[config.mk]
export PLATFORM = sky130hd
export DESIGN_NAME = cpu_control
export DESIGN_NICKNAME = d
export VERILOG_FILES = /design/src/verilog/isa_pkg.sv /design/src/verilog/ctrl_pkg.sv /design/src/verilog/cpu_control.sv /design/src/verilog/cycle_sequencer.sv /design/src/verilog/interrupt_unit.sv /design/src/verilog/opcode_decoder.sv /design/src/verilog/step_decoder.sv
export SDC_FILE = /design/constraint.sdc
export NUM_CORES = 1
export LEC_CHECK = 0
export BUFFER_PORTS_ARGS = -buffer_cell sky130_fd_sc_hd__clkbuf_2
export CORE_UTILIZATION = 25
export DETAILED_ROUTE_END_ITERATION = 10
export PLACE_DENSITY = 0.44
export SLEW_MARGIN = 40
export SYNTH_ARGS = -nofsm -noshare
export SYNTH_HDL_FRONTEND = slang
export SYNTH_SLANG_ARGS = --single-unit
export TNS_END_PERCENT = 5
[constraint.sdc]
create_clock -name clk -period 2.4 [get_ports clk]
set_input_delay 0.24 -clock clk [delete_from_list [all_inputs] [get_ports clk]]
set_output_delay 0.24 -clock clk [all_outputs]
set_load 0.1 [all_outputs]
[src/verilog/isa_pkg.sv]
package isa_pkg;

    ////////////////////////////////////////////////////////////////////////////
    // Instruction fields

    typedef logic [7:0] opcode_t;     // One instruction byte

    // B C D E H L (HL) A, as encoded in the opcode
    typedef logic [2:0] reg8_sel_t;

    typedef logic [1:0] reg16_sel_t;  // BC DE HL SP

    // Same order as opcode bits 5:3 of the ALU group
    typedef enum logic [2:0] {
        ALU_ADD,
        ALU_ADC,
        ALU_SUB,
        ALU_SBC,
        ALU_AND,
        ALU_XOR,
        ALU_OR,
        ALU_CP
    } alu_op_t;

    localparam reg8_sel_t REG_HL_MEM = 3'd6;  // Memory operand, no register behind it

    ////////////////////////////////////////////////////////////////////////////
    // Opcodes

    localparam opcode_t OP_NOP          = 8'h00;
    localparam opcode_t OP_HALT         = 8'h76;
    localparam opcode_t OP_DI           = 8'hF3;
    localparam opcode_t OP_EI           = 8'hFB;
    localparam opcode_t OP_JP           = 8'hC3;
    localparam opcode_t OP_JP_NZ        = 8'hC2;
    localparam opcode_t OP_JP_Z         = 8'hCA;
    localparam opcode_t OP_JP_NC        = 8'hD2;
    localparam opcode_t OP_JP_C         = 8'hDA;
    localparam opcode_t LD_R16_IMM_BASE = 8'h01;  // Pair select in bits 5:4
    localparam opcode_t LD_RR_BASE      = 8'h40;
    localparam opcode_t ALU_R_BASE      = 8'h80;

    function automatic logic is_ld_r16_imm(opcode_t op);
        return (op & 8'hCF) == LD_R16_IMM_BASE;
    endfunction

    function automatic logic is_jp(opcode_t op);
        return op inside {OP_JP, OP_JP_NZ, OP_JP_Z, OP_JP_NC, OP_JP_C};
    endfunction

endpackage

[src/verilog/ctrl_pkg.sv]
package ctrl_pkg;
    import isa_pkg::*;

    ////////////////////////////////////////////////////////////////////////////
    // Control word fields

    typedef enum logic [1:0] {BUS_IDLE, BUS_FETCH, BUS_WRITE, BUS_READ} bus_op_t;
    typedef enum logic [1:0] {AB_PC, AB_TEMP, AB_HL, AB_SP} ab_src_t;
    typedef enum logic [1:0] {DB_ACC, DB_PCH, DB_PCL, DB_RF} db_src_t;
    typedef enum logic [1:0] {CT_NONE, CT_INC, CT_DEC} ct_op_t;
    typedef enum logic [1:0] {PC_SRC_INC, PC_SRC_VECTOR, PC_SRC_TEMP} pc_src_t;
    typedef enum logic [1:0] {ALU_DST_NONE, ALU_DST_ACC, ALU_DST_RF, ALU_DST_PC} alu_dst_t;

    typedef struct packed {
        alu_op_t    alu_op;
        reg8_sel_t  alu_rd_sel;  // ALU operand B
        alu_dst_t   alu_dst;
        logic       rf_wr_en;
        reg8_sel_t  rf_wr_sel;
        logic       rf_pair_wr;  // Load temp into a register pair
        reg16_sel_t pair_sel;
        pc_src_t    pc_src;
        logic       pc_we;
        bus_op_t    bus_op;
        ab_src_t    ab_src;
        db_src_t    db_src;
        ct_op_t     ct_op;       // Address counter
        logic       flags_we;
        logic       next;        // Instruction continues next cycle
    } ctrl_word_t;

    localparam ctrl_word_t CTRL_IDLE = '0;  // Every enum encodes inactive as 0

    // Closing fetch of every instruction
    localparam ctrl_word_t CTRL_FETCH_END = '{
        alu_op:     ALU_ADD,
        alu_rd_sel: 3'd0,
        alu_dst:    ALU_DST_NONE,
        rf_wr_en:   1'b0,
        rf_wr_sel:  3'd0,
        rf_pair_wr: 1'b0,
        pair_sel:   2'd0,
        pc_src:     PC_SRC_INC,
        pc_we:      1'b0,
        bus_op:     BUS_FETCH,
        ab_src:     AB_PC,
        db_src:     DB_ACC,
        ct_op:      CT_INC,
        flags_we:   1'b0,
        next:       1'b0
    };

    ////////////////////////////////////////////////////////////////////////////
    // Sequencer

    typedef enum logic [1:0] {SEQ_RUN, SEQ_HALTED, SEQ_STOPPED} seq_state_t;

    typedef logic [1:0] mcycle_t;

    localparam mcycle_t MAX_MCYCLE = 2'd3;

endpackage

[src/verilog/cpu_control.sv]
module cpu_control
    import isa_pkg::*;
    import ctrl_pkg::*;
(
    input  logic       clk,
    input  logic       reset,
    input  opcode_t    opcode_early,
    input  logic       f_z,
    input  logic       f_c,
    input  logic       int_req,
    output ctrl_word_t ctrl,
    output logic       fetch,
    output logic       halt,
    output logic       stop,
    output logic       int_master_en,
    output logic       int_ack
);

    ctrl_word_t base;
    opcode_t    opcode;
    logic       supported;
    mcycle_t    m_cycle;
    seq_state_t state;
    logic       dispatch;
    logic       last;
    logic       halt_req;
    logic       stop_req;
    logic       ime_set;
    logic       ime_clear;
    logic       dispatch_done;

    opcode_decoder opcode_decoder_i (
        .clk          (clk),
        .reset        (reset),
        .opcode_early (opcode_early),
        .load         (fetch),
        .opcode       (opcode),
        .base         (base),
        .supported    (supported)
    );

    cycle_sequencer cycle_sequencer_i (
        .clk      (clk),
        .reset    (reset),
        .last     (last),
        .halt_req (halt_req),
        .stop_req (stop_req),
        .int_req  (int_req),
        .m_cycle  (m_cycle),
        .state    (state),
        .fetch    (fetch)
    );

    step_decoder step_decoder_i (
        .m_cycle       (m_cycle),
        .state         (state),
        .opcode        (opcode),
        .base          (base),
        .supported     (supported),
        .dispatch      (dispatch),
        .f_z           (f_z),
        .f_c           (f_c),
        .ctrl          (ctrl),
        .last          (last),
        .halt_req      (halt_req),
        .stop_req      (stop_req),
        .ime_set       (ime_set),
        .ime_clear     (ime_clear),
        .dispatch_done (dispatch_done)
    );

    interrupt_unit interrupt_unit_i (
        .clk           (clk),
        .reset         (reset),
        .int_req       (int_req),
        .fetch         (fetch),
        .ime_set       (ime_set),
        .ime_clear     (ime_clear),
        .dispatch_done (dispatch_done),
        .dispatch      (dispatch),
        .int_master_en (int_master_en),
        .int_ack       (int_ack)
    );

    assign halt = (state == SEQ_HALTED);
    assign stop = (state == SEQ_STOPPED);

endmodule

[src/verilog/cycle_sequencer.sv]
module cycle_sequencer
    import ctrl_pkg::*;
(
    input  logic       clk,
    input  logic       reset,
    input  logic       last,
    input  logic       halt_req,
    input  logic       stop_req,
    input  logic       int_req,
    output mcycle_t    m_cycle,
    output seq_state_t state,
    output logic       fetch
);

    always_ff @(posedge clk) begin
        if (reset) begin
            state <= SEQ_RUN;
            m_cycle <= '0;
        end
        else begin
            case (state)
                SEQ_RUN: begin
                    m_cycle <= last ? 2'd0 : m_cycle + 2'd1;
                    if (stop_req)
                        state <= SEQ_STOPPED;  // Only reset leaves this
                    else if (halt_req)
                        state <= SEQ_HALTED;
                end
                SEQ_HALTED: begin
                    // m_cycle already points at the resume step
                    if (int_req)
                        state <= SEQ_RUN;
                end
                SEQ_STOPPED: begin
                    state <= SEQ_STOPPED;
                end
                default: begin
                    state <= SEQ_RUN;
                end
            endcase
        end
    end

    assign fetch = (state == SEQ_RUN) && last;

    // Longest instruction closes by m3, the counter never wraps
    assert property (@(posedge clk) disable iff (reset)
        (state == SEQ_RUN && m_cycle == MAX_MCYCLE) |-> last);

endmodule

[src/verilog/interrupt_unit.sv]
module interrupt_unit (
    input  logic clk,
    input  logic reset,
    input  logic int_req,
    input  logic fetch,
    input  logic ime_set,
    input  logic ime_clear,
    input  logic dispatch_done,
    output logic dispatch,
    output logic int_master_en,
    output logic int_ack
);

    logic ime;
    logic ack_q;  // Ack held after the dispatch ends

    always_ff @(posedge clk) begin
        if (reset) begin
            ime <= 1'b0;
            dispatch <= 1'b0;
            ack_q <= 1'b0;
        end
        else begin
            if (ime_clear)
                ime <= 1'b0;
            else if (ime_set)
                ime <= 1'b1;
            // Decided at every instruction boundary
            if (fetch)
                dispatch <= int_req && ime && !int_ack;
            ack_q <= int_req && int_ack;  // Drops one cycle after int_req
        end
    end

    assign int_ack = ack_q || dispatch_done;
    assign int_master_en = ime;

    // Four-phase rule, ack only answers a pending request
    assert property (@(posedge clk) disable iff (reset)
        $rose(int_ack) |-> int_req);

endmodule

[src/verilog/opcode_decoder.sv]
module opcode_decoder
    import isa_pkg::*;
    import ctrl_pkg::*;
(
    input  logic       clk,
    input  logic       reset,
    input  opcode_t    opcode_early,
    input  logic       load,
    output opcode_t    opcode,
    output ctrl_word_t base,
    output logic       supported
);

    ctrl_word_t base_d;
    logic       supported_d;

    // First-cycle word straight from the opcode bits
    always_comb begin
        base_d = CTRL_FETCH_END;  // Single-cycle ops close with the fetch
        supported_d = 1'b1;
        if (opcode_early == OP_HALT) begin
            base_d = CTRL_IDLE;
            base_d.next = 1'b1;  // Resume cycle does the fetch
        end
        else if ((opcode_early & 8'hC0) == LD_RR_BASE) begin
            base_d.rf_wr_sel = opcode_early[5:3];
            base_d.alu_rd_sel = opcode_early[2:0];
            base_d.rf_wr_en = 1'b1;
            if (opcode_early[5:3] == REG_HL_MEM || opcode_early[2:0] == REG_HL_MEM)
                supported_d = 1'b0;
        end
        else if ((opcode_early & 8'hC0) == ALU_R_BASE) begin
            base_d.alu_op = alu_op_t'(opcode_early[5:3]);
            base_d.alu_rd_sel = opcode_early[2:0];
            base_d.flags_we = 1'b1;
            // CP only updates flags
            base_d.alu_dst = (opcode_early[5:3] == ALU_CP) ? ALU_DST_NONE : ALU_DST_ACC;
            if (opcode_early[2:0] == REG_HL_MEM)
                supported_d = 1'b0;
        end
        else if (is_ld_r16_imm(opcode_early) || is_jp(opcode_early)) begin
            // Low immediate byte
            base_d = CTRL_IDLE;
            base_d.bus_op = BUS_READ;
            base_d.ab_src = AB_PC;
            base_d.ct_op = CT_INC;
            base_d.next = 1'b1;
        end
        else if (!(opcode_early inside {OP_NOP, OP_DI, OP_EI})) begin
            supported_d = 1'b0;
        end
    end

    always_ff @(posedge clk) begin
        if (reset) begin
            opcode <= OP_NOP;  // Gives a fetch right after reset
            base <= CTRL_FETCH_END;
            supported <= 1'b1;
        end
        else if (load) begin
            opcode <= opcode_early;
            base <= base_d;
            supported <= supported_d;
        end
    end

    // (HL) operands have no datapath path here
    assert property (@(posedge clk) disable iff (reset)
        supported |-> (base.alu_rd_sel != REG_HL_MEM && base.rf_wr_sel != REG_HL_MEM));

endmodule

[src/verilog/step_decoder.sv]
module step_decoder
    import isa_pkg::*;
    import ctrl_pkg::*;
(
    input  mcycle_t    m_cycle,
    input  seq_state_t state,
    input  opcode_t    opcode,
    input  ctrl_word_t base,
    input  logic       supported,
    input  logic       dispatch,
    input  logic       f_z,
    input  logic       f_c,
    output ctrl_word_t ctrl,
    output logic       last,
    output logic       halt_req,
    output logic       stop_req,
    output logic       ime_set,
    output logic       ime_clear,
    output logic       dispatch_done
);

    logic cond_met;
    logic jp_taken;

    always_comb begin
        case (opcode[4:3])  // NZ Z NC C
            2'b00:   cond_met = !f_z;
            2'b01:   cond_met = f_z;
            2'b10:   cond_met = !f_c;
            default: cond_met = f_c;
        endcase
        jp_taken = (opcode == OP_JP) || cond_met;
    end

    always_comb begin
        ctrl = base;
        halt_req = 1'b0;
        stop_req = 1'b0;
        ime_set = 1'b0;
        ime_clear = 1'b0;
        dispatch_done = 1'b0;
        if (state != SEQ_RUN) begin
            ctrl = CTRL_IDLE;
        end
        ////////////////////////////////////////////////////////////////////////
        // Interrupt dispatch, the sampled opcode is ignored
        else if (dispatch) begin
            ctrl = CTRL_IDLE;  // ALU and flags nullified throughout
            ctrl.next = 1'b1;
            case (m_cycle)
                2'd0: ctrl.ct_op = CT_DEC;
                2'd1: begin
                    ctrl.bus_op = BUS_WRITE;  // Push PC high
                    ctrl.ab_src = AB_SP;
                    ctrl.db_src = DB_PCH;
                    ctrl.ct_op = CT_DEC;
                end
                2'd2: begin
                    ctrl.bus_op = BUS_WRITE;  // Push PC low
                    ctrl.ab_src = AB_SP;
                    ctrl.db_src = DB_PCL;
                    ctrl.pc_src = PC_SRC_VECTOR;
                    ctrl.pc_we = 1'b1;
                end
                default: begin
                    ctrl = CTRL_FETCH_END;
                    ime_clear = 1'b1;
                    dispatch_done = 1'b1;
                end
            endcase
        end
        else if (!supported) begin
            ctrl = CTRL_IDLE;
            ctrl.next = 1'b1;  // Keep fetch low on the way to STOPPED
            stop_req = 1'b1;
        end
        ////////////////////////////////////////////////////////////////////////
        // Later machine cycles
        else begin
            case (m_cycle)
                2'd0: begin
                    halt_req = (opcode == OP_HALT);
                    ime_clear = (opcode == OP_DI);
                    ime_set = (opcode == OP_EI);
                end
                2'd1: begin
                    // High immediate byte, base already reads through PC
                    if (!(is_ld_r16_imm(opcode) || is_jp(opcode)))
                        ctrl = CTRL_FETCH_END;  // HALT resume lands here
                end
                2'd2: begin
                    ctrl = CTRL_FETCH_END;
                    if (is_ld_r16_imm(opcode)) begin
                        ctrl.rf_pair_wr = 1'b1;
                        ctrl.pair_sel = opcode[5:4];
                    end
                    else if (is_jp(opcode) && jp_taken) begin
                        ctrl = CTRL_IDLE;
                        ctrl.pc_src = PC_SRC_TEMP;
                        ctrl.pc_we = 1'b1;
                        ctrl.next = 1'b1;
                    end
                end
                default: ctrl = CTRL_FETCH_END;
            endcase
        end
    end

    assign last = !ctrl.next;

endmodule
==> summary.txt, run 1 <==
Worst slew margin: 64.0%
Ports: 46
Psw: 1.92 mW
RSZ-0062 raised after global routing: yes
final WL: 6520 microns
Mapped Cells: 252
Layout Utilization: 40.0%
Total GRT Usage: 15.6%
status: finished clean
port bufs: 44
via count: 2119
clock slew at reported path FFs: 0.07 ns
die width: 93.2 microns
number of global-route vias before repair: 1977
FMAX: 418 MHz
Setup TNS Final: 0 ns
clk buf depth: 2
worst skew pair latency: 0.29 ns
Cell Count Post-Placement: 396
PwrDens: 1230 mW/mm^2
row count: 32
delay-heaviest family, CP: simple AND/OR/NAND/NOR gates
syn nets: 271
critical path capture point type: output port
max-slew violation count: 0
initial core utilization: 26.4%
flop and latch count out of synthesis: 31
CP max stage delay: 0.55 ns
CTS tree: built
DRT iter0 DRCs: 94
Pleak: 1.30 nW
Buf/Inv on CP: 4
Final Critical Period: 2.39 ns
distinct cell type count after synthesis: 54
hold_buf cts: 0
Area contributors post-synth: dfxtp_1 30%, o31ai_1 7.2%, and2_1 5.7%
Most common cell on crit path: buf_12
dominant cell type by area after synthesis: dfxtp_1
Clk pwr share: 14.1%
nets@finish: 323
Avg Synthesized Cell Area: 8.25 sq um
number of enable flip-flop cells after synthesis: 0
WL per Instance: 16.0 microns
HP Class: input port to register
initial antenna violation count: 0
post-route non-filler standard cell count: 407
Layout area overhead: 51.9%
first-pass GRT wire length: 10600 microns
clock tree root buffer cell: clkbuf_8
FFs w/ async S/R, synth: 0%
critical path class: register to output port
Top FF cell, synth: dfxtp_1
top cell type's share of synthesized area: 29.8%
CTS Buf Count: 5
Slowest-stage cell, CP: or4b_4
combinational power share: 65.6%
drt drc: 0
internal power: 1.96 mW
DP HPWL: 4700 microns
Worst-Margin Slew: 0.543 ns
Worst Path Max Fanout: 7
CTS sink cnt: 31
CP required: 2.16 ns
post-route ant nets: 0
sw frac: 49.4%
Max-Cap Viols: 0
Worst Hold Slack: 0.218 ns
GP Congestion: 0.797
sequential share of power: 20.3%
CP cell instances: inv_4 -> ha_4 -> inv_2 -> or4b_4 -> a21boi_4 -> buf_12 -> a21o_1 -> buf_12
Final Hold Viols: 0
antenna cells: 0
CTS H-Tree Depth: 2
Worst Skew: 0.00880 ns
ratio of cells with drive above 1 in the final layout: 41.3%
full die area: 0.00869 sq mm
CP Launch Type: register
Tcrit/Tclk final: 99.7%
crit path DAT: 2.15 ns
sequential share of the synthesized area: 29.8%
vias per inst: 5.21
synthesis warning total: 0
grt total ovfl: 0
Mapped Area: 0.00208 sq mm
Die Y: 93.2 microns
Peak VDD IR: 0.000906 V
endpoints failing setup: 0
Pre-antenna DRT Iters: 4
pin count of the biggest net entering global routing: 26
core box area: 0.00789 sq mm
## registers in the layout, summed over array words and instances, names as in the netlist
name                            count
interrupt_unit_i.int_master_en      1
opcode_decoder_i.opcode             8
cycle_sequencer_i.state             2
opcode_decoder_i.base              15
interrupt_unit_i.ack_q              1
cycle_sequencer_i.m_cycle           2
opcode_decoder_i.supported          1
interrupt_unit_i.dispatch           1
## power by group through the flow
stage	clock, mW	combinational (mW)	sequential, mW
final	0.549	2.55	0.786
after global routing	0.585	2.69	0.802
after CTS	0.556	2.53	0.769
after detailed placement	0	2.32	0.767
after global placement	0	2.32	0.765
after floorplan	0	1.56	0.720
## final timing paths
check,start,to,slack [ns],cells after the start
worst max-delay path,cycle_sequencer_i.m_cycle[1]$_SDFFE_PP0P_,ctrl[9],0.007,8
worst max register to register,cycle_sequencer_i.m_cycle[0]$_SDFFE_PP0P_,opcode_decoder_i.base[17]$_SDFFE_PP0P_,0.30,7
worst min register to register,opcode_decoder_i.base[1]$_SDFFE_PP0P_,opcode_decoder_i.base[1]$_SDFFE_PP0P_,0.47,2
worst min-delay path,int_req,interrupt_unit_i.ack_q$_SDFF_PP0_,0.22,2
## through the flow
stage / cell area [sq um] / setup slack [ns] / total power, mW
final: 3160 / 0.00665 / 3.88
after global routing: 3160 / -0.0640 / 4.08
after CTS: 3110 / -0.0410 / 3.85
after detailed placement: 2880 / 0.179 / 3.09
after global placement: 2880 / 0.161 / 3.08
after floorplan: 2100 / -0.415 / 2.28
## Yosys cell counts, types with 2 or more instances
cell type and n:
a211oi_1 3, a21boi_2 2, a21oi_1 17, a21oi_2 8, a31oi_1 2, and2_1 19
and3_1 3, and3b_1 3, buf_4 5, buf_6 3, clkbuf_1 11, dfxtp_1 31
ha_1 6, inv_1 7, mux2i_1 5, nand2_1 16, nand2b_1 3, nand3_1 6
nand4_1 10, nand4b_1 3, nor2_1 8, nor2b_1 8, nor3_1 5, nor3b_1 2
nor4_1 4, o21a_1 2, o21ai_0 5, o21ai_1 2, o31ai_1 20, or4_1 8
or4b_1 2
## placed cells by master, fill, tap and decap left out, types with 4 or more instances in the layout
cell,count
buf_12,27
buf_4,23
dfxtp_1,22
o31ai_1,19
a21oi_1,17
nand2_1,16
clkbuf_2,15
and2_4,10
nand4_1,10
or4_1,8
a21oi_2,8
nor2b_1,7
and2_1,7
nor2_1,6
nand3_1,6
clkbuf_8,6
dfxtp_2,6
mux2i_1,5
inv_1,5
nor3_1,5
ha_1,5
o21ai_0,4
## kinds of logic after synthesis
family                   count (synthesis)  share of synthesized area, %
XOR/XNOR                                 1                         0.421
buffers and inverters                   29                          7.28
multiplexers                             5                          2.41
AND/OR/NAND/NOR                        104                          30.0
flip-flops                              31                          29.8
other                                    1                         0.180
AO/OA/AOI/OAI                           75                          26.2
adder cells (fa/ha/maj)                  6                          3.61
## worst register-to-register path, cell delays in order (launching register included)
cell and delay (ns):
dfxtp_4 0.38, inv_1 0.11, ha_1 0.29, a31oi_4 0.25, a21boi_2 0.12, buf_4 0.19
or4_1 0.53, a21oi_1 0.16
## layout make-up
cell class	count	area, sq um
Tap cell	102	128
Sequential cell	31	639
Inverter	8	32.5
Multi-Input combinational cell	192	1430
Clock buffer	6	82.6
Clock inverter	2	35.0
Fill cell	785	4730
Timing Repair Buffer	66	813
## layer usage
metal  track usage, %  routed length [microns]
met3             3.01                      252
met4             4.36                       62
met5                0                        0
met1             21.7                     3130
met2             24.5                     3070
## what timing repair did
item	4_1_cts	5_1_grt
buffers inserted	2	0
resized for setup	26	15
gates cloned	1	0
pin swaps	3	12
endpoints found under the setup margin	18	18
Note: power is estimated with default switching activity, not from simulation.
==> inputs of run 2 (changes only) <==
--- a/config.mk
+++ b/config.mk
@@ -6,9 +6,10 @@
 export NUM_CORES = 1
 export LEC_CHECK = 0
 export BUFFER_PORTS_ARGS = -buffer_cell sky130_fd_sc_hd__clkbuf_2
-export CORE_UTILIZATION = 25
+export CORE_UTILIZATION = 54
 export DETAILED_ROUTE_END_ITERATION = 10
-export PLACE_DENSITY = 0.44
+export PLACE_DENSITY = 0.81
+export SETUP_SLACK_MARGIN = 0.4
 export SLEW_MARGIN = 40
 export SYNTH_ARGS = -nofsm -noshare
 export SYNTH_HDL_FRONTEND = slang
==> summary.txt, run 2 (synthesis gave the netlist of run 1 again) <==
status: finished with violations
violated checks: negative setup slack
Largest register FFs: 15
initial antenna violation count: 0
RSZ-0062 raised after global routing: yes
Crit Reg-Reg Startpoint: cycle_sequencer_i.m_cycle[1]$_SDFFE_PP0P_
DRT iter0 DRCs: 400
initial core utilization: 56.4%
capturing point of the worst reg2reg path: opcode_decoder_i.base[1]$_SDFFE_PP0P_
PwrDens: 1320 mW/mm^2
R2R depth: 9
Cell Count Post-Placement: 338
reg2reg setup slack: 0.17 ns
CTS sink cnt: 31
Peak VDD IR: 0.000955 V
largest registers: opcode_decoder_i.base (15), opcode_decoder_i.opcode (8)
Die Y: 64.1 microns
Worst Skew: 0.00436 ns
Worst Hold Slack: 0.229 ns
clock tree root buffer cell: clkbuf_8
drt drc: 0
post-route ant nets: 0
core box area: 0.00369 sq mm
worst skew pair latency: 0.29 ns
GP Congestion: 0.933
clk buf depth: 2
Layout area overhead: 56.7%
ratio of cells with drive above 1 in the final layout: 49.8%
most frequent cells in the layout: 23 x buf_4, 22 x buf_12, 20 x dfxtp_1, 18 x o31ai_1, 16 x nand2_1
DP HPWL: 4230 microns
CP cell instances: ha_4 -> inv_2 -> or4b_4 -> a21boi_4 -> buf_6 -> and2_4 -> buf_12
CP max stage delay: 0.55 ns
critical path class: register to output port
HP Class: input port to register
final WL: 8680 microns
source of the worst hold timing path: int_req
WL per Instance: 23.9 microns
Worst-Margin Slew: 0.702 ns
CP required: 2.16 ns
Pleak: 1.33 nW
Max-Cap Viols: 0
number of global-route vias before repair: 2132
critical path capture point type: output port
pin count of the biggest net entering global routing: 26
crit path DAT: 2.19 ns
FMAX: 412 MHz
CP Launch Type: register
CTS Buf Count: 5
Worst slew margin: 52.8%
Final Critical Period: 2.43 ns
Ports: 46
Tcrit/Tclk final: 101%
commonest non-fill, non-tap cell in the layout: buf_4
Top reg by flops: opcode_decoder_i.base
max-slew violation count: 0
nets@finish: 333
Power Total: 4.32 mW
CTS tree: built
grt total ovfl: 0
setup ws final: -0.0250 ns
port bufs: 44
post-route non-filler standard cell count: 363
vias per inst: 7.13
post-layout instance area: 0.00326 sq mm
hold endpoint: interrupt_unit_i.ack_q$_SDFF_PP0_
Pre-antenna DRT Iters: 7
first-pass GRT wire length: 10700 microns
Setup TNS Final: -0.197 ns
clock slew at reported path FFs: 0.07 ns
via count: 2588
Slowest-stage cell, CP: or4b_4
Worst Path Max Fanout: 7
hold depth: 2
Placed Area: 0.00275 sq mm
row count: 22
CTS H-Tree Depth: 2
full die area: 0.00410 sq mm
Total GRT Usage: 33.8%
Final Hold Viols: 0
die width: 64.1 microns
endpoints failing setup: 12
antenna cells: 0
[run 2: changes by cell type in the layout (fill, tap and decap cells not counted), sizes merged]
cell      change
inv           -1
bufinv        -1
buf           +5
clkbuf        +6
clkinvlp      +1
[run 2: worst max path at each step]
stage / from / end / slack (ns)
4_1_cts: opcode_decoder_i.opcode[2]$_SDFFE_PP0P_ / ctrl[20] / 0.04
5_1_grt: cycle_sequencer_i.m_cycle[1]$_SDFFE_PP0P_ / ctrl[0] / -0.05
3_5_place_dp: cycle_sequencer_i.m_cycle[1]$_SDFFE_PP0P_ / ctrl[0] / 0.10
2_1_floorplan: opcode_decoder_i.opcode[0]$_SDFFE_PP0P_ / ctrl[10] / -0.001
6_report: cycle_sequencer_i.m_cycle[0]$_SDFFE_PP0P_ / ctrl[1] / -0.03
3_3_place_gp: cycle_sequencer_i.m_cycle[1]$_SDFFE_PP0P_ / ctrl[0] / 0.16
[run 2: metrics by stage]
step           setup slack (ns)  utilization, %
6_report                -0.0250            88.3
5_1_grt                 -0.0468            88.3
4_1_cts                  0.0445            80.4
3_5_place_dp              0.105            74.4
3_3_place_gp              0.164            74.4
2_1_floorplan          -0.00117               -
[run 2: timing repair]
| item | 4_1_cts | 5_1_grt |
|---|---|---|
| pin swaps | 4 | 37 |
| setup endpoints to repair | 52 | 53 |
| hold buffers | 0 | 0 |
| gates resized for setup | 30 | 65 |
| gates cloned | 1 | 0 |
| buffers inserted | 5 | 11 |
[run 2: layout make-up]
| type | count | area, sq um |
|---|---|---|
| Tap cell | 48 | 60.1 |
| Fill cell | 161 | 430 |
| Multi-Input combinational cell | 192 | 1580 |
| Timing Repair Buffer | 76 | 850 |
| Sequential cell | 31 | 652 |
| Clock buffer | 7 | 76.3 |
| Inverter | 8 | 38.8 |
| Clock inverter | 1 | 5.00 |
[run 2: where the power goes]
group	total (mW)	leakage (nW)	switching, mW	internal, mW
sequential	0.844	0.259	0.182	0.662
combinational	3.05	1.03	1.85	1.19
clock	0.423	0.0422	0.219	0.204
total	4.32	1.33	2.26	2.06
[run 2: routing by layer]
metal / vias up / part of all wire [%] / GRT usage, %
met3: 92 / 11 / 8.75
met5: - / 0 / 0
met2: 264 / 46 / 56.5
met4: 0 / 7.1 / 17.6
li1: 1063 / - / -
met1: 1169 / 36 / 39.5
[run 2: critical path: cells and delay by family (launching register included)]
kind            cells  cell delay [ns]
buf+inv             3             0.40
flops               1             0.41
simple gates        2             0.72
fa+ha+maj           1             0.17
compound gates      1             0.20
==> inputs of run 3 (changes only) <==
--- a/config.mk
+++ b/config.mk
@@ -5,12 +5,14 @@
 export SDC_FILE = /design/constraint.sdc
 export NUM_CORES = 1
 export LEC_CHECK = 0
+export ABC_AREA = 1
 export BUFFER_PORTS_ARGS = -buffer_cell sky130_fd_sc_hd__clkbuf_2
-export CORE_UTILIZATION = 54
+export CORE_MARGIN = 10
+export CORE_UTILIZATION = 53
 export DETAILED_ROUTE_END_ITERATION = 10
-export PLACE_DENSITY = 0.81
+export PLACE_DENSITY = 0.8
 export SETUP_SLACK_MARGIN = 0.4
-export SLEW_MARGIN = 40
+export SLEW_MARGIN = 20
 export SYNTH_ARGS = -nofsm -noshare
 export SYNTH_HDL_FRONTEND = slang
 export SYNTH_SLANG_ARGS = --single-unit
==> summary.txt, run 3 <==
Worst-Margin Slew: 0.554 ns
post-route non-filler standard cell count: 418
syn nets: 329
GP Congestion: 0.920
initial antenna violation count: 0
drt drc: 0
RSZ-0062 raised after global routing: yes
Final Critical Period: 2.18 ns
CTS sink cnt: 31
Simple-Gate Fraction of Synth Area: 37.7%
pin count of the biggest net entering global routing: 16
via count: 2383
DP HPWL: 3930 microns
Worst slew margin: 63.2%
post-route ant nets: 0
Setup TNS Final: 0 ns
Max-Cap Viols: 0
FFs w/ async S/R, synth: 0%
Largest register FFs: 15
Worst Skew: 0.00402 ns
Fill cells: 176
CTS H-Tree Depth: 2
largest family of logic cells by synthesized area: simple AND/OR/NAND/NOR gates
hold endpoint: opcode_decoder_i.opcode[1]$_SDFFE_PP0P_
initial core utilization: 56.2%
delay-heaviest family, CP: simple AND/OR/NAND/NOR gates
final WL: 6870 microns
Synth top cells by count: 69 x nor2_1, 50 x inv_1, 47 x nand2_1, 31 x dfxtp_1, 27 x nand3_1
Area contributors post-synth: dfxtp_1 32%, nor2_1 13%, inv_1 9.7%
Total GRT Usage: 17.8%
Pre-antenna DRT Iters: 8
Avg Synthesized Cell Area: 6.24 sq um
Final Hold Viols: 0
port bufs: 44
WL per Instance: 16.4 microns
CP required: 2.16 ns
FMAX: 459 MHz
largest registers: opcode_decoder_i.base (15), opcode_decoder_i.opcode (8)
max-slew violation count: 0
commonest non-fill, non-tap cell in the layout: nor2_1
endpoints failing setup: 0
number of global-route vias before repair: 2140
R2R depth: 11
Most common cell on crit path: nand2_4
HP Class: input port to register
vias per inst: 5.70
Crit Reg-Reg Startpoint: cycle_sequencer_i.m_cycle[1]$_SDFFE_PP0P_
critical path class: register to output port
flop and latch count out of synthesis: 31
top cell type's share of synthesized area: 32.1%
clk buf depth: 2
worst skew pair latency: 0.28 ns
source of the worst hold timing path: opcode_early[1]
Buf/Inv on CP: 2
dominant cell type by area after synthesis: dfxtp_1
Mapped Area: 0.00193 sq mm
mux cell area share after synthesis: 0%
first-pass GRT wire length: 9360 microns
critical path capture point type: output port
distinct cell type count after synthesis: 26
CTS tree: built
Worst Path Max Fanout: 4
Top reg by flops: opcode_decoder_i.base
Synth Area in Adders: 3.88%
register area: 653 sq um
xor/xnor share of the synthesized area: 0%
core box area: 0.00344 sq mm
crit path DAT: 1.94 ns
most frequent cells in the layout: 48 x nor2_1, 42 x nand2_1, 39 x inv_1, 23 x nand3_1, 20 x clkbuf_2
CP max stage delay: 0.36 ns
capturing point of the worst reg2reg path: opcode_decoder_i.base[18]$_SDFFE_PP0P_
number of enable flip-flop cells after synthesis: 0
CTS Buf Count: 5
CP cell instances: nand2_1 -> nor2_2 -> nand2_2 -> nand4_1 -> nand3_2 -> nand2_4 -> nand2_8 -> nand2_4 -> nand2_4 -> inv_2 -> clkbuf_16
reg2reg setup slack: 0.35 ns
Slowest-stage cell, CP: dfxtp_4
DRT iter0 DRCs: 221
Ports: 46
Worst Hold Slack: 0.250 ns
clock tree root buffer cell: clkbuf_8
hold depth: 3
post-synthesis compound-gate area fraction: 11.7%
Tcrit/Tclk final: 90.8%
post-layout instance area: 0.00299 sq mm
most frequent cell after synthesis: nor2_1
grt total ovfl: 0
nets@finish: 391
Cell Count Post-Placement: 392
ratio of cells with drive above 1 in the final layout: 38.7%
Mapped Cells: 310
hold_buf cts: 0
row count: 21
die width: 80.4 microns
Multi-input gate area: 0.00127 sq mm
Die Y: 80.4 microns
Placed Area: 0.00244 sq mm
Top FF cell, synth: dfxtp_1
Layout area overhead: 54.4%
synthesis warning total: 0
status: finished clean
full die area: 0.00646 sq mm
clock slew at reported path FFs: 0.06 ns
CP Launch Type: register
sequential share of the synthesized area: 32.1%
antenna cells: 0
-- run 3: changes by cell type in the layout (fill, tap and decap cells not counted), sizes merged, moves of 19 or more --
cell   before  now
nand2      16   53
and2       19    0
nor2        8   69
buf        55   36
nand3       7   29
inv         7   53
o31ai      20    0
-- run 3: area by class of cell --
type / count / share of cell area (%)
clock buffers: 6 / 2.77
clock inverters: 1 / 0.168
inverters: 53 / 7.33
multi-input cells: 217 / 42.7
flip-flops and latches: 31 / 21.9
well taps: 46 / 1.93
repair buffers: 64 / 23.2
-- run 3: repair_timing --
action | in CTS | in global routing
pin swaps | 9 | 14
resized for setup | 49 | 41
cloned | 1 | 1
endpoints found under the setup margin | 24 | 29
endpoints found under the hold margin | 0 | 0
setup buffers | 4 | 13
-- run 3: how the worst max path moves through the flow --
stage | slack, ns | from | cells after the start | endpoint
final | 0.22 | opcode_decoder_i.opcode[0]$_SDFFE_PP0P_ | 11 | ctrl[0]
after detailed placement | 0.29 | opcode_decoder_i.opcode[4]$_SDFFE_PP0P_ | 12 | ctrl[0]
after CTS | 0.34 | opcode_decoder_i.opcode[7]$_SDFFE_PP0P_ | 11 | ctrl[0]
after floorplan | -0.18 | opcode_decoder_i.opcode[5]$_SDFFE_PP0P_ | 7 | ctrl[10]
after global routing | 0.16 | cycle_sequencer_i.m_cycle[1]$_SDFFE_PP0P_ | 9 | ctrl[8]
after global placement | 0.35 | cycle_sequencer_i.m_cycle[0]$_SDFFE_PP0P_ | 11 | ctrl[0]
-- run 3: logic make-up (layout without fill, tap and decap cells) --
| group | count (synthesis) | count (layout) |
|---|---|---|
| other | 1 | 1 |
| AO/OA/AOI/OAI | 43 | 43 |
| buffers and inverters | 63 | 124 |
| AND/OR/NAND/NOR | 166 | 167 |
| flip-flops | 31 | 31 |
| adder cells (fa/ha/maj) | 6 | 6 |
-- run 3: metrics by stage --
stage / util, % / worst slack, ns
after floorplan: - / -0.179
after global placement: 70.9 / 0.349
after global routing: 86.7 / 0.164
after CTS: 79.6 / 0.338
after detailed placement: 70.9 / 0.287
final: 86.7 / 0.222
-- run 3: layer usage --
layer	up-vias	part of all wire, %	track usage [%]	wire length (microns)
met5	-	0	0	0
met4	0	4.4	7.04	300
met3	38	11	8.24	773
met2	161	48	31.1	3320
met1	1081	36	17.7	2480
li1	1103	-	-	-
-- run 3: worst min-delay path: cells and delay by family --
| family | cells | cell delay [ns] |
|---|---|---|
| AND/OR/NAND/NOR | 1 | 0.08 |
| AO/OA/AOI/OAI | 1 | 0.06 |
| buffers and inverters | 1 | 0.11 |
Power of run 3 is left out: the tool's default activity adds up to more than one toggle a clock period on the data nets, which glitch-free logic cannot reach.
